===== src/cu_consts.svh =====
`ifndef CU_CONSTS_SVH
`define CU_CONSTS_SVH

// Word widths
`define CU_INSTR_W      32      // Instruction word
`define CU_STATE_W      8       // Microstate address
`define CU_NEXT_W       3       // Next-state code field
`define CU_ALUOP_W      4       // ALU operation field

// Fixed microstate addresses
`define CU_ADDR_RESET   0       // Entered while CLR is low
`define CU_ADDR_FETCH   1       // First state of the fetch sequence

// Instruction class field
`define CU_CLASS_HI     27
`define CU_CLASS_LO     25

// Single instruction bits used by the decoder
`define CU_BIT_P        24      // Pre-index, also test/compare and link
`define CU_BIT_U        23      // Up/down, also test/compare
`define CU_BIT_W        21      // Write-back
`define CU_BIT_L        20      // Load when set, store when clear

// Class codes in bits 27 to 25
`define CU_CLASS_DP_REG 3'd0    // Data processing, register or shift
`define CU_CLASS_DP_IMM 3'd1    // Data processing, immediate
`define CU_CLASS_LS_IMM 3'd2    // Load/store, immediate offset
`define CU_CLASS_LS_REG 3'd3    // Load/store, register offset
`define CU_CLASS_BRANCH 3'd5    // Branch and branch with link

`endif


===== src/cu_pkg.sv =====
`include "cu_consts.svh"

package cuPkg;

    // Microprogram addresses of the states in use
    typedef enum logic [`CU_STATE_W-1:0] {
        sReset      = `CU_ADDR_RESET,
        sFetchAddr  = `CU_ADDR_FETCH,
        sFetchRead  = 2,    // Waits on moc
        sFetchIr    = 3,
        sCondCheck  = 4,
        sDataProc   = 5,
        sTestComp   = 6,
        sBranchLink = 7,
        sBranch     = 8,
        sLoadAddr   = 9,
        sLoadRead   = 10,   // Waits on moc
        sLoadWrite  = 11,
        sStoreAddr  = 12,
        sStoreData  = 13,
        sStoreWrite = 14    // Waits on moc
    } microState;

    // Next-state codes, the two-way ones choose by the status bit
    typedef enum logic [`CU_NEXT_W-1:0] {
        nEncoder    = 3'd0, // Decoder start state
        nFetch      = 3'd1, // Fixed fetch state
        nCtrlReg    = 3'd2, // Microword address field
        nIncr       = 3'd3, // Current state plus one
        nStsCrEnc   = 3'd4, // Address or decoder
        nStsCrInc   = 3'd5, // Address or increment
        nStsEncInc  = 3'd6, // Decoder or increment
        nStsCrFetch = 3'd7  // Address or fetch
    } nextCode;

    typedef enum logic {
        stsMoc  = 1'b0,     // Memory operation complete
        stsCond = 1'b1      // Condition check result
    } statusSel;

    typedef enum logic [`CU_ALUOP_W-1:0] {
        aluAddFour  = 4'd0, // PC plus four, also the idle code
        aluInstr    = 4'd1, // Operation taken from the instruction
        aluAddrCalc = 4'd2, // Base plus offset
        aluPassB    = 4'd3,
        aluLink     = 4'd4  // Return address to the link register
    } aluOp;

    typedef struct packed {
        logic rfLoad;
        logic irLoad;
        logic marLoad;
        logic mdrLoad;
        logic srLoad;
        logic memWrite;
        logic memValid;
        aluOp aluOp;
    } ctrlWord;

    typedef struct packed {
        nextCode   next;
        logic      invert;      // Inverts the selected status bit
        statusSel  status;
        microState crAddress;   // Target of the address-field codes
        ctrlWord   ctrl;
    } microWord;

endpackage


===== src/seqIf.sv =====
interface seqIf;
    import cuPkg::*;

    nextCode   next;
    logic      invert;
    statusSel  status;
    microState crAddress;

    modport store (
        output next,
        output invert,
        output status,
        output crAddress
    );

    modport seq (
        input  next,
        input  invert,
        input  status,
        input  crAddress
    );
endinterface


===== src/instrDecoder.sv =====
`include "cu_consts.svh"

module instrDecoder (
    input  logic [`CU_INSTR_W-1:0] instr,
    output cuPkg::microState       startState
);
    import cuPkg::*;

    logic [2:0] instrClass;
    logic       pBit;
    logic       uBit;
    logic       wBit;
    logic       lBit;

    assign instrClass = instr[`CU_CLASS_HI:`CU_CLASS_LO];
    assign pBit       = instr[`CU_BIT_P];
    assign uBit       = instr[`CU_BIT_U];
    assign wBit       = instr[`CU_BIT_W];
    assign lBit       = instr[`CU_BIT_L];

    always_comb begin
        startState = sReset;    // Unsupported forms restart the unit
        case (instrClass)
            `CU_CLASS_DP_REG,
            `CU_CLASS_DP_IMM: begin
                if (pBit && !uBit) begin
                    startState = sTestComp;     // TST, TEQ, CMP, CMN
                end else begin
                    startState = sDataProc;
                end
            end
            `CU_CLASS_LS_IMM,
            `CU_CLASS_LS_REG: begin
                // Offset addressing only, indexed forms stay at reset
                if (pBit && !wBit) begin
                    startState = lBit ? sLoadAddr : sStoreAddr;
                end
            end
            `CU_CLASS_BRANCH: begin
                startState = pBit ? sBranchLink : sBranch;
            end
            default: begin
                startState = sReset;
            end
        endcase
    end

endmodule


===== src/controlStore.sv =====
module controlStore (
    input  logic             CLK,
    input  logic             CLR,
    input  cuPkg::microState nextState,
    output cuPkg::microState currentState,
    seqIf.store              seq,
    output cuPkg::ctrlWord   ctrl
);
    import cuPkg::*;

    // Control words, one per distinct set of active signals
    localparam ctrlWord ctlNone = '{aluOp: aluAddFour, default: 1'b0};
    localparam ctrlWord ctlFetchAddr = '{marLoad: 1'b1, aluOp: aluAddFour, default: 1'b0};
    localparam ctrlWord ctlMemRead =
        '{memValid: 1'b1, mdrLoad: 1'b1, aluOp: aluAddFour, default: 1'b0};
    localparam ctrlWord ctlFetchIr =
        '{irLoad: 1'b1, rfLoad: 1'b1, aluOp: aluAddFour, default: 1'b0};
    localparam ctrlWord ctlDataProc = '{rfLoad: 1'b1, aluOp: aluInstr, default: 1'b0};
    localparam ctrlWord ctlTestComp = '{srLoad: 1'b1, aluOp: aluInstr, default: 1'b0};
    localparam ctrlWord ctlLink = '{rfLoad: 1'b1, aluOp: aluLink, default: 1'b0};
    localparam ctrlWord ctlBranch = '{rfLoad: 1'b1, aluOp: aluAddrCalc, default: 1'b0};
    localparam ctrlWord ctlAddrCalc = '{marLoad: 1'b1, aluOp: aluAddrCalc, default: 1'b0};
    localparam ctrlWord ctlLoadWrite = '{rfLoad: 1'b1, aluOp: aluPassB, default: 1'b0};
    localparam ctrlWord ctlStoreData = '{mdrLoad: 1'b1, aluOp: aluPassB, default: 1'b0};
    localparam ctrlWord ctlMemWrite =
        '{memValid: 1'b1, memWrite: 1'b1, aluOp: aluAddFour, default: 1'b0};

    // Also returned for any address outside the microprogram
    localparam microWord resetWord = '{nFetch, 1'b0, stsMoc, sReset, ctlNone};

    microWord mWord;

    always_ff @(posedge CLK or negedge CLR) begin
        if (!CLR) begin
            currentState <= sReset;
        end else begin
            currentState <= nextState;
        end
    end

    // Microprogram table, fields are next, invert, status, address, controls
    always_comb begin
        case (currentState)
            sReset:      mWord = resetWord;
            sFetchAddr:  mWord = '{nIncr, 1'b0, stsMoc, sReset, ctlFetchAddr};
            sFetchRead:  mWord = '{nStsCrInc, 1'b1, stsMoc, sFetchRead, ctlMemRead};
            sFetchIr:    mWord = '{nIncr, 1'b0, stsMoc, sReset, ctlFetchIr};
            sCondCheck:  mWord = '{nStsCrEnc, 1'b1, stsCond, sFetchAddr, ctlNone};
            sDataProc:   mWord = '{nFetch, 1'b0, stsMoc, sReset, ctlDataProc};
            sTestComp:   mWord = '{nFetch, 1'b0, stsMoc, sReset, ctlTestComp};
            sBranchLink: mWord = '{nIncr, 1'b0, stsMoc, sReset, ctlLink};
            sBranch:     mWord = '{nFetch, 1'b0, stsMoc, sReset, ctlBranch};
            sLoadAddr:   mWord = '{nIncr, 1'b0, stsMoc, sReset, ctlAddrCalc};
            sLoadRead:   mWord = '{nStsCrInc, 1'b1, stsMoc, sLoadRead, ctlMemRead};
            sLoadWrite:  mWord = '{nFetch, 1'b0, stsMoc, sReset, ctlLoadWrite};
            sStoreAddr:  mWord = '{nIncr, 1'b0, stsMoc, sReset, ctlAddrCalc};
            sStoreData:  mWord = '{nIncr, 1'b0, stsMoc, sReset, ctlStoreData};
            sStoreWrite: mWord = '{nStsCrFetch, 1'b1, stsMoc, sStoreWrite, ctlMemWrite};
            default:     mWord = resetWord;
        endcase
    end

    assign seq.next      = mWord.next;
    assign seq.invert    = mWord.invert;
    assign seq.status    = mWord.status;
    assign seq.crAddress = mWord.crAddress;
    assign ctrl          = mWord.ctrl;      // Held for the whole state

endmodule


===== src/microSequencer.sv =====
module microSequencer (
    seqIf.seq                seq,
    input  cuPkg::microState currentState,
    input  cuPkg::microState startState,
    input  logic             moc,
    input  logic             condTrue,
    output cuPkg::microState nextState
);
    import cuPkg::*;

    // Sources of the next-address multiplexer
    typedef enum logic [1:0] {
        srcEncoder = 2'd0,
        srcFetch   = 2'd1,
        srcCtrlReg = 2'd2,
        srcIncr    = 2'd3
    } addrSrc;

    logic   stsRaw;
    logic   sts;
    addrSrc src;

    assign stsRaw = (seq.status == stsCond) ? condTrue : moc;
    assign sts    = stsRaw ^ seq.invert;   // Wait states stay while moc is low

    always_comb begin
        case (seq.next)
            nEncoder:    src = srcEncoder;
            nFetch:      src = srcFetch;
            nCtrlReg:    src = srcCtrlReg;
            nIncr:       src = srcIncr;
            nStsCrEnc:   src = sts ? srcCtrlReg : srcEncoder;
            nStsCrInc:   src = sts ? srcCtrlReg : srcIncr;
            nStsEncInc:  src = sts ? srcEncoder : srcIncr;
            nStsCrFetch: src = sts ? srcCtrlReg : srcFetch;
            default:     src = srcFetch;
        endcase
    end

    always_comb begin
        case (src)
            srcEncoder: nextState = startState;
            srcFetch:   nextState = sFetchAddr;
            srcCtrlReg: nextState = seq.crAddress;
            srcIncr:    nextState = microState'(currentState + 1'b1);
            default:    nextState = sFetchAddr;
        endcase
    end

endmodule


===== src/controlUnit.sv =====
`include "cu_consts.svh"

module controlUnit (
    input  logic                   CLK,
    input  logic                   CLR,
    input  logic [`CU_INSTR_W-1:0] instr,
    input  logic                   moc,
    input  logic                   condTrue,
    output cuPkg::microState       currentState,
    output logic                   rfLoad,
    output logic                   irLoad,
    output logic                   marLoad,
    output logic                   mdrLoad,
    output logic                   srLoad,
    output logic                   memWrite,
    output logic                   memValid,
    output cuPkg::aluOp            aluOp
);
    import cuPkg::*;

    microState startState;
    microState nextState;
    ctrlWord   ctrl;

    seqIf seqBus ();

    instrDecoder i_instrDecoder (
        .instr      (instr),
        .startState (startState)
    );

    controlStore i_controlStore (
        .CLK          (CLK),
        .CLR          (CLR),
        .nextState    (nextState),
        .currentState (currentState),
        .seq          (seqBus.store),
        .ctrl         (ctrl)
    );

    microSequencer i_microSequencer (
        .seq          (seqBus.seq),
        .currentState (currentState),
        .startState   (startState),
        .moc          (moc),
        .condTrue     (condTrue),
        .nextState    (nextState)
    );

    assign rfLoad   = ctrl.rfLoad;
    assign irLoad   = ctrl.irLoad;
    assign marLoad  = ctrl.marLoad;
    assign mdrLoad  = ctrl.mdrLoad;
    assign srLoad   = ctrl.srLoad;
    assign memWrite = ctrl.memWrite;
    assign memValid = ctrl.memValid;    // Memory request, answered by moc
    assign aluOp    = ctrl.aluOp;

endmodule


===== config.mk =====
export PLATFORM = sky130hd
export DESIGN_NAME = controlUnit
export DESIGN_NICKNAME = d
export VERILOG_FILES = /design/src/cu_pkg.sv /design/src/seqIf.sv /design/src/instrDecoder.sv /design/src/controlStore.sv /design/src/microSequencer.sv /design/src/controlUnit.sv
export VERILOG_INCLUDE_DIRS = /design/src
export SDC_FILE = /design/constraint.sdc
export NUM_CORES = 1
export LEC_CHECK = 0
export ABC_AREA = 1
export BUFFER_PORTS_ARGS = -buffer_cell sky130_fd_sc_hd__buf_2
export CAP_MARGIN = 30
export CORE_MARGIN = 2
export CORE_UTILIZATION = 47
export DETAILED_ROUTE_END_ITERATION = 6
export GPL_TIMING_DRIVEN = 1
export PLACE_DENSITY = 0.84
export SLEW_MARGIN = 20
export SYNTH_ARGS = -nofsm -noshare
export SYNTH_HDL_FRONTEND = slang
export SYNTH_SLANG_ARGS = --single-unit

===== constraint.sdc =====
create_clock -name CLK -period 3.2 [get_ports CLK]
set_input_delay 0.64 -clock CLK [delete_from_list [all_inputs] [get_ports CLK]]
set_output_delay 0.64 -clock CLK [all_outputs]
set_load 0.01 [all_outputs]

-- Word level (Yosys, flattened, before mapping)
Memories as Yosys holds them, arrays and structs flattened.
Cells that the tools add are included.
- bits in registers: 8
- bits in read-only memories: 304
- input port bits: 36
- output and inout bits: 19
- logic and storage cells: 41
- memories: 1
- memory list (name ; depth ; width ; rd ports ; clocked after memory_dff ; write ports ; RTL line ; RTL):
    (name not given) ; 16 ; 19 ; 1 ; 0 ; 0 ; controlStore.sv:43 ; case (currentState)
- $add $sub $neg: 1
- eq/ne operators: 14
- muxes and demuxes: 13
- bitwise gates (word level): 1
- reduce and logical (&&, ||, !) cells: 10
- operators with widths (cell ; number):
    $pmux 8 s4 ; 1
    $mux 24 ; 1
    $pmux 8 s3 ; 1
    $pmux 2 s8 ; 1
    $eq 3x3->1 const B ; 5
    $eq 3x2->1 const B ; 4
    $add 8x1->8 const B ; 1
    $mux 2 ; 4
    $mux 8 ; 1
    $eq 3x1->1 const B ; 2
    $logic_not 3->1 ; 2
    $eq 2x2->1 const B ; 2
    $logic_not 4->1 ; 1
    $mux 4 ; 1
    $reduce_or 2->1 ; 2
    $mux 3 ; 1
    $eq 2x1->1 const B ; 1
    $logic_and 1x1->1 ; 2
    $logic_not 1->1 ; 2
    $logic_not 2->1 ; 1
    $mux 1 ; 2
    $xor 1x1->1 ; 1

-- Depth between registers and ports, before layout
Gate-level depths: netlist of the first run.
- word-level depth: 8
- depth in mapped cells: 14
- mapped depth without buffers: 14

-- Cells and area by module
From an unflattened synthesis of the first run, not the netlist that was laid out.
- cells, all modules: 191
- area total of the unflattened synthesis: 1282.5 µm²
- modules (own cells, without submodules) (module ; instances ; cells each ; area each (µm²) ; seq. area each (µm²)):
    controlStore ; 1 ; 85 ; 679.4 ; 200.2
    microSequencer ; 1 ; 83 ; 483.0 ; 0.0
    instrDecoder ; 1 ; 23 ; 120.1 ; 0.0

-- Worst setup path after synthesis of the first run
OpenSTA, ideal clock, no wires.
- path kind: register to output
- start: register i_controlStore.currentState[0]
- end: output rfLoad
- data arrival time: 1.448 ns
- required time: 2.560 ns
- path slack: 1.112 ns
- cell stages (with the launch flop): 6
- path buffers: 0
- path through: dfrtp_1 > inv_1 > ha_1 > o21ai_0 > o21ai_0 > a211oi_1
- word-level cells in the longest chain between the ends: 2
- RTL lines (what ; RTL line ; RTL):
    start: declaration ; controlStore.sv:5 ; output cuPkg::microState currentState,
    start signal: assignment ; controlStore.sv:35 ; currentState <= sReset;
    start signal: assignment ; controlStore.sv:37 ; currentState <= nextState;
    $mem_v2 16x19 ; - ;
    $mux 24 ; controlStore.sv:43 ;
    end: declaration ; controlUnit.sv:10 ; output logic rfLoad,
No other way between the ends.

-- Worst setup path after layout of the first run
Ends and elaborated chain as after synthesis.

==> metrics.log, run 1 <==
INFO  metric status = completed
INFO  metric antenna-diode-count = 0
INFO  metric number_of_port_buffers = 28
INFO  metric timing.critical_path.from_type = register
INFO  metric biggestRegsByFlops = i_controlStore.currentState x8
INFO  metric netlist_instances = 143
INFO  metric cts_num_sinks = 8
INFO  metric detail_route.iter0.violations = 22
INFO  metric grt_pass1_vias = 983
INFO  metric fin_util = 58.23%
INFO  metric io_pins = 55
INFO  metric finalCritPeriodShare = 77.25%
INFO  metric floorplan.die_area = 2457 sq um
INFO  metric nFillCells = 194
INFO  metric ctsResizeCount = 0
INFO  metric finish.net_count = 218
INFO  metric sum_neg_setup_slack = 0 ns
INFO  metric worstHoldPathType = input pin to asynchronous set/reset pin
INFO  metric max-clock-path-buffers = 2
INFO  metric post-layout-total-power = 233.6 uW
INFO  metric wire_length_of_the_first_global_routing_pass = 3.953 mm
INFO  metric ir_worst_vdd = 238.8 uV
INFO  metric largest_register_ffs = 8
INFO  metric max_flop_register = i_controlStore.currentState
INFO  metric fp.coreArea = 1962 sq um
INFO  metric clock_skew = 0.003480 ns
INFO  metric required = 2.56 ns
INFO  metric synth-seq-area-share = 20.51%
INFO  metric power.leakage = 0.0006268 uW
INFO  metric setup_ws = 0.7281 ns
INFO  metric worst_setup_path_end_kind = primary output
INFO  metric areal_power_density_over_the_cells = 204.5 nW/um^2
INFO  metric synth_cell_types = 30
INFO  metric max_freq = 0.4046 GHz
INFO  metric placement_rows = 16
INFO  metric initial_core_util = 49.74%
INFO  metric post_synth.cell_area_avg = 6.825 sq um
INFO  metric grt_antenna_before_repair = 0
INFO  metric cp-startpoint = i_controlStore.currentState[0]
INFO  metric synth_seq_cells = 8
INFO  metric critical_path_class = register to primary output
INFO  metric maximum_number_of_pins_on_one_net_before_global_route_repair = 14
INFO  metric post-cts-setup-buffers = 0
INFO  metric total_routed_wirelength = 2.194 mm
INFO  metric worstSkewPairLatency = 0.25 ns
INFO  metric syn_area = 975.9 sq um
INFO  metric clk_pin_slew = 0.05 ns
INFO  metric dr_wl_met2 = 1.130 mm
INFO  metric remaining_drc_errors = 0
INFO  metric hold_viol_final = 0
INFO  metric layout-drive-gt1-share = 31.21%
INFO  metric yosysWarnings = 0
INFO  metric period_needed = 2.472 ns
INFO  metric vias = 1005
INFO  metric cts-buffers-inserted = 3
INFO  metric gr-total-overflow = 0
INFO  metric area_growth_synth_to_finish = 17.05%
INFO  metric most-common-layout-cells = 34 x nand2_1, 28 x buf_2, 18 x inv_1
INFO  metric met3_length = 105 um
INFO  metric routedWlPerCell = 10.97 um
INFO  metric worst_ep_arrival_time = 1.83 ns
INFO  metric most_common_cell_after_layout_fill_and_taps_aside = nand2_1
INFO  metric postCtsHoldBufs = 0
INFO  metric rsz0062_at_grt = no
INFO  metric place.gp.congestion = 0.8312
INFO  metric m1WireLength = 959 um
INFO  metric r2r_start = i_controlStore.currentState[0]
INFO  metric cts-htree-levels = 1
INFO  metric critical_path.max_fanout = 7
INFO  metric grt_util_all_layers = 19.82%
INFO  metric clock_tree.root_cell = clkbuf_4
INFO  metric cts_tree = done
INFO  metric detail_route.first_pass.iterations = 5
INFO  metric drv_slew = 0
INFO  metric fp.dieW = 49.57 um
INFO  metric max-cap-violations = 0
INFO  metric chipHeight = 49.57 um
INFO  metric top_layer = met3
INFO  metric pre_cts_slack = 1.011 ns
INFO  metric antenna_violating_nets_post_route = 0
INFO  metric post-dp-hpwl = 1.769 mm
INFO  metric route.detailed.vias_per_inst = 5.025
INFO  metric setup_violations_final = 0
-- cell type report --
cell class | instances | area (sq um) | area share, %
repair buffers | 28 | 140.1 | 12.27
multi-input cells | 113 | 664.4 | 58.16
inverters | 21 | 81.33 | 7.119
clock buffers | 3 | 22.52 | 1.972
well taps | 27 | 33.78 | 2.957
flip-flops and latches | 8 | 200.2 | 17.52
-- stage by stage --
stage,area (sq um),std cells,hold WS [ns]
floorplan,987.2,146,0.3444
finish,1142,200,0.2177
global route,1142,200,0.2220
global placement,1120,197,0.4791
CTS,1142,200,0.2180
detailed placement,1120,197,0.4860
-- per-layer routing --
metal | vias up | global-route usage [%]
li1 | 516 | -
met1 | 456 | 23.16
met2 | 33 | 37.78
met3 | 0 | 2.727
met4 | 0 | 4.167
met5 | - | 0
-- Yosys cell counts --
cell type / count / area [sq um]
o211ai_1: 1 / 7.510
conb_1: 1 / 3.750
xor2_1: 1 / 8.760
nand3_4: 1 / 17.52
xnor2_1: 1 / 8.760
nor4_1: 1 / 6.260
buf_4: 1 / 7.510
nor2_4: 3 / 33.78
o21ai_1: 2 / 10.01
nand3_2: 2 / 20.02
o21ai_0: 5 / 25.02
inv_4: 1 / 6.260
nor3_1: 1 / 5.000
o21ai_4: 1 / 16.27
nor2_8: 1 / 20.02
dfrtp_1: 8 / 200.2
ha_1: 7 / 87.58
a21oi_1: 2 / 10.01
nand2_2: 3 / 18.77
nand3_1: 12 / 60.06
a211oi_1: 2 / 15.01
nor2_1: 16 / 60.06
buf_6: 3 / 33.78
a21oi_2: 2 / 17.52
inv_2: 2 / 7.510
nand4_1: 4 / 25.02
inv_1: 18 / 67.56
nand2_4: 1 / 11.26
nor2_2: 6 / 37.54
nand2_1: 34 / 127.6
-- path summary, 6_finish.rpt --
check                                            endpoint  cells past startpoint  slack, ns
max                                                rfLoad                      6       0.73
max in group asynchronous  i_controlStore.currentState[2]                      1       2.82
min in group CLK           i_controlStore.currentState[4]                      2       0.60
min reg2reg                i_controlStore.currentState[4]                      2       0.60
max reg2reg                i_controlStore.currentState[3]                     10       1.16
min                        i_controlStore.currentState[4]                      1       0.22
-- power breakdown --
part	leakage, uW	internal [uW]	switching [uW]
Clock	0.0000138	42.8	32.7
Sequential	0.0000998	104	4.46
Combinational	0.000513	17.7	31.5
Total	0.000627	165	68.7
-- critical path: stages, from the launching register on --
cell and delay, ns:
dfrtp_1 0.48, inv_1 0.15, ha_1 0.36, o21ai_0 0.16, o21ai_0 0.10, a211oi_1 0.17
buf_2 0.16
-- kinds of logic (layout without fill, tap and decap cells) --
| group | count (synthesis) | after routing | share of synthesized area, % |
|---|---|---|---|
| AND/OR/NAND/NOR | 85 | 85 | 45.39 |
| buffers and inverters | 25 | 52 | 12.56 |
| AO/OA/AOI/OAI | 15 | 15 | 10.38 |
| flip-flops | 8 | 8 | 20.51 |
| adder cells (fa/ha/maj) | 7 | 7 | 8.974 |
| XOR/XNOR | 2 | 2 | 1.795 |
| other | 1 | 4 | 0.3842 |
Power figures use the tool's default switching activity.
==> run 2, diff against run 1 <==
Settings changed: CORE_ASPECT_RATIO set to 0.6, CORE_UTILIZATION 47 to 44, PLACE_DENSITY 0.84 to 0.8.
Clock period 3.2 ns to 2.55 ns, I/O delays scaled along.
==> run 2 against run 1 <==
  * Hold slack lost 0.096 ns
  * Cell count grew 1.5%
  * Die area grew 6.8%
  * Via count shrank 2.5%
  * Sequential power grew 26%
  * Register-to-register slack lost 0.70 ns
==> metrics.log, run 2 (synthesized netlist as in run 1, its figures left out) <==
INFO  metric cpPeakStageDelay = 0.46 ns
INFO  metric worstSkewPairLatency = 0.22 ns
INFO  metric critical_path.max_fanout = 7
INFO  metric post-dp-hpwl = 1.874 mm
INFO  metric power.leakage = 0.0006346 uW
INFO  metric ir_worst_vdd = 391.8 uV
INFO  metric remaining_drc_errors = 0
INFO  metric cp_cell_sequence = inv_1 > ha_1 > o21ai_0 > o21ai_0 > a211oi_1 > buf_2
INFO  metric worst_path_max_delay_cell = dfrtp_1
INFO  metric max-clock-path-buffers = 2
INFO  metric timing.critical_path.from_type = register
INFO  metric routedWlPerCell = 11.26 um
INFO  metric clock_skew = 0.0002397 ns
INFO  metric rsz0062_at_grt = no
INFO  metric crit_top_cell = o21ai_0
INFO  metric most_common_cell_after_layout_fill_and_taps_aside = nand2_1
INFO  metric sum_neg_setup_slack = 0 ns
INFO  metric largest_register_ffs = 8
INFO  metric setup_ws = 0.2532 ns
INFO  metric clk_pin_slew = 0.04 ns
INFO  metric detail_route.first_pass.iterations = 4
INFO  metric cts_num_sinks = 8
INFO  metric finish.net_count = 218
INFO  metric placement_rows = 13
INFO  metric clock_tree.root_cell = clkbuf_8
INFO  metric stdcell_area = 1165 sq um
INFO  metric floorplan.die_area = 2623 sq um
INFO  metric cts-htree-levels = 1
INFO  metric grt_util_all_layers = 18.60%
INFO  metric antenna_violating_nets_post_route = 0
INFO  metric cts_tree = done
INFO  metric grt_antenna_before_repair = 0
INFO  metric period_needed = 2.297 ns
INFO  metric area_growth_synth_to_finish = 19.36%
INFO  metric setup_violations_final = 0
INFO  metric pre_cts_slack = 0.4963 ns
INFO  metric fp.coreArea = 2131 sq um
INFO  metric gr-total-overflow = 0
INFO  metric worstHoldPathType = input pin to asynchronous set/reset pin
INFO  metric fp.dieW = 64.80 um
INFO  metric areal_power_density_over_the_cells = 295.9 nW/um^2
INFO  metric vias = 980
INFO  metric detail_route.iter0.violations = 40
INFO  metric biggestRegsByFlops = i_controlStore.currentState x8
INFO  metric critical_path_class = register to primary output
INFO  metric drv_slew = 0
INFO  metric layout-drive-gt1-share = 31.21%
INFO  metric cts-buffers-inserted = 3
INFO  metric placedCellCount = 200
INFO  metric wire_length_of_the_first_global_routing_pass = 3.719 mm
INFO  metric required = 2.04 ns
INFO  metric worst_setup_path_end_kind = primary output
INFO  metric setup.reg_to_reg.worst_slack = 0.46 ns
INFO  metric number_of_port_buffers = 28
INFO  metric ctsResizeCount = 0
INFO  metric post_dp_cell_area = 1124 sq um
INFO  metric finalCritPeriodShare = 90.07%
INFO  metric most-common-layout-cells = 34 x nand2_1, 28 x buf_2, 18 x inv_1
INFO  metric antenna-diode-count = 0
INFO  metric maximum_number_of_pins_on_one_net_before_global_route_repair = 14
INFO  metric place.gp.congestion = 0.8045
INFO  metric grt_pass1_vias = 871
INFO  metric post-cts-setup-buffers = 0
INFO  metric total_routed_wirelength = 2.285 mm
INFO  metric hold_viol_final = 0
INFO  metric chipHeight = 40.48 um
INFO  metric postCtsHoldBufs = 0
INFO  metric worst_ep_arrival_time = 1.79 ns
INFO  metric max_flop_register = i_controlStore.currentState
INFO  metric status = completed
INFO  metric initial_core_util = 45.80%
INFO  metric io_pins = 55
INFO  metric max_freq = 0.4354 GHz
INFO  metric finalNonFillerCells = 203
INFO  metric route.detailed.vias_per_inst = 4.828
INFO  metric max-cap-violations = 0
[run 2: cell counts in the layout (fill, tap and decap cells not counted)]
Identical to the previous run, type by type.
[run 2: per-stage QoR]
step	hold slack, ns	total power, uW	utilization (%)
CTS	0.1194	349.0	54.67
global route	0.1162	365.8	54.67
detailed placement	0.3560	200.3	52.73
finish	0.1214	344.7	54.67
floorplan	0.2144	177.5	-
global placement	0.3511	198.0	52.73
[run 2: area by class of cell]
type / count / area [sq um]
Clock buffer: 3 / 41.29
Fill cell: 212 / 965.9
Inverter: 21 / 81.33
Multi-Input combinational cell: 113 / 664.4
Sequential cell: 8 / 200.2
Tap cell: 30 / 37.54
Timing Repair Buffer: 28 / 140.1
[run 2: final timing paths]
kind	startpoint	end	depth (start not counted)
worst min register to register	i_controlStore.currentState[4]	i_controlStore.currentState[4]	2
worst max register to register	i_controlStore.currentState[0]	i_controlStore.currentState[3]	10
worst max-delay path	i_controlStore.currentState[0]	rfLoad	6
worst min-delay path	CLR	i_controlStore.currentState[3]	1
max in group asynchronous	CLR	i_controlStore.currentState[2]	1
min in group CLK	i_controlStore.currentState[4]	i_controlStore.currentState[4]	2
[run 2: report_power, final]
part           leakage [uW]  switching, uW  internal [uW]
Clock             0.0000216           43.9            102
Combinational      0.000513           39.7           22.2
Sequential        0.0000998           5.41            132
[run 2: worst max-delay path: cells and delay by family (launching register included)]
kind	cells	cell delay, ns
buffers and inverters	2	0.31
DFF	1	0.46
AOI/OAI and AO/OA	3	0.43
adders and majority gates	1	0.37
[run 2: metal layers]
layer  up-vias  part of all wire (%)  track usage [%]
met5         -                     0                0
met4         0                   1.1            6.915
met1       435                    50            23.96
li1        514                     -                -
met3         4                   4.5            2.247
met2        27                    44            33.25
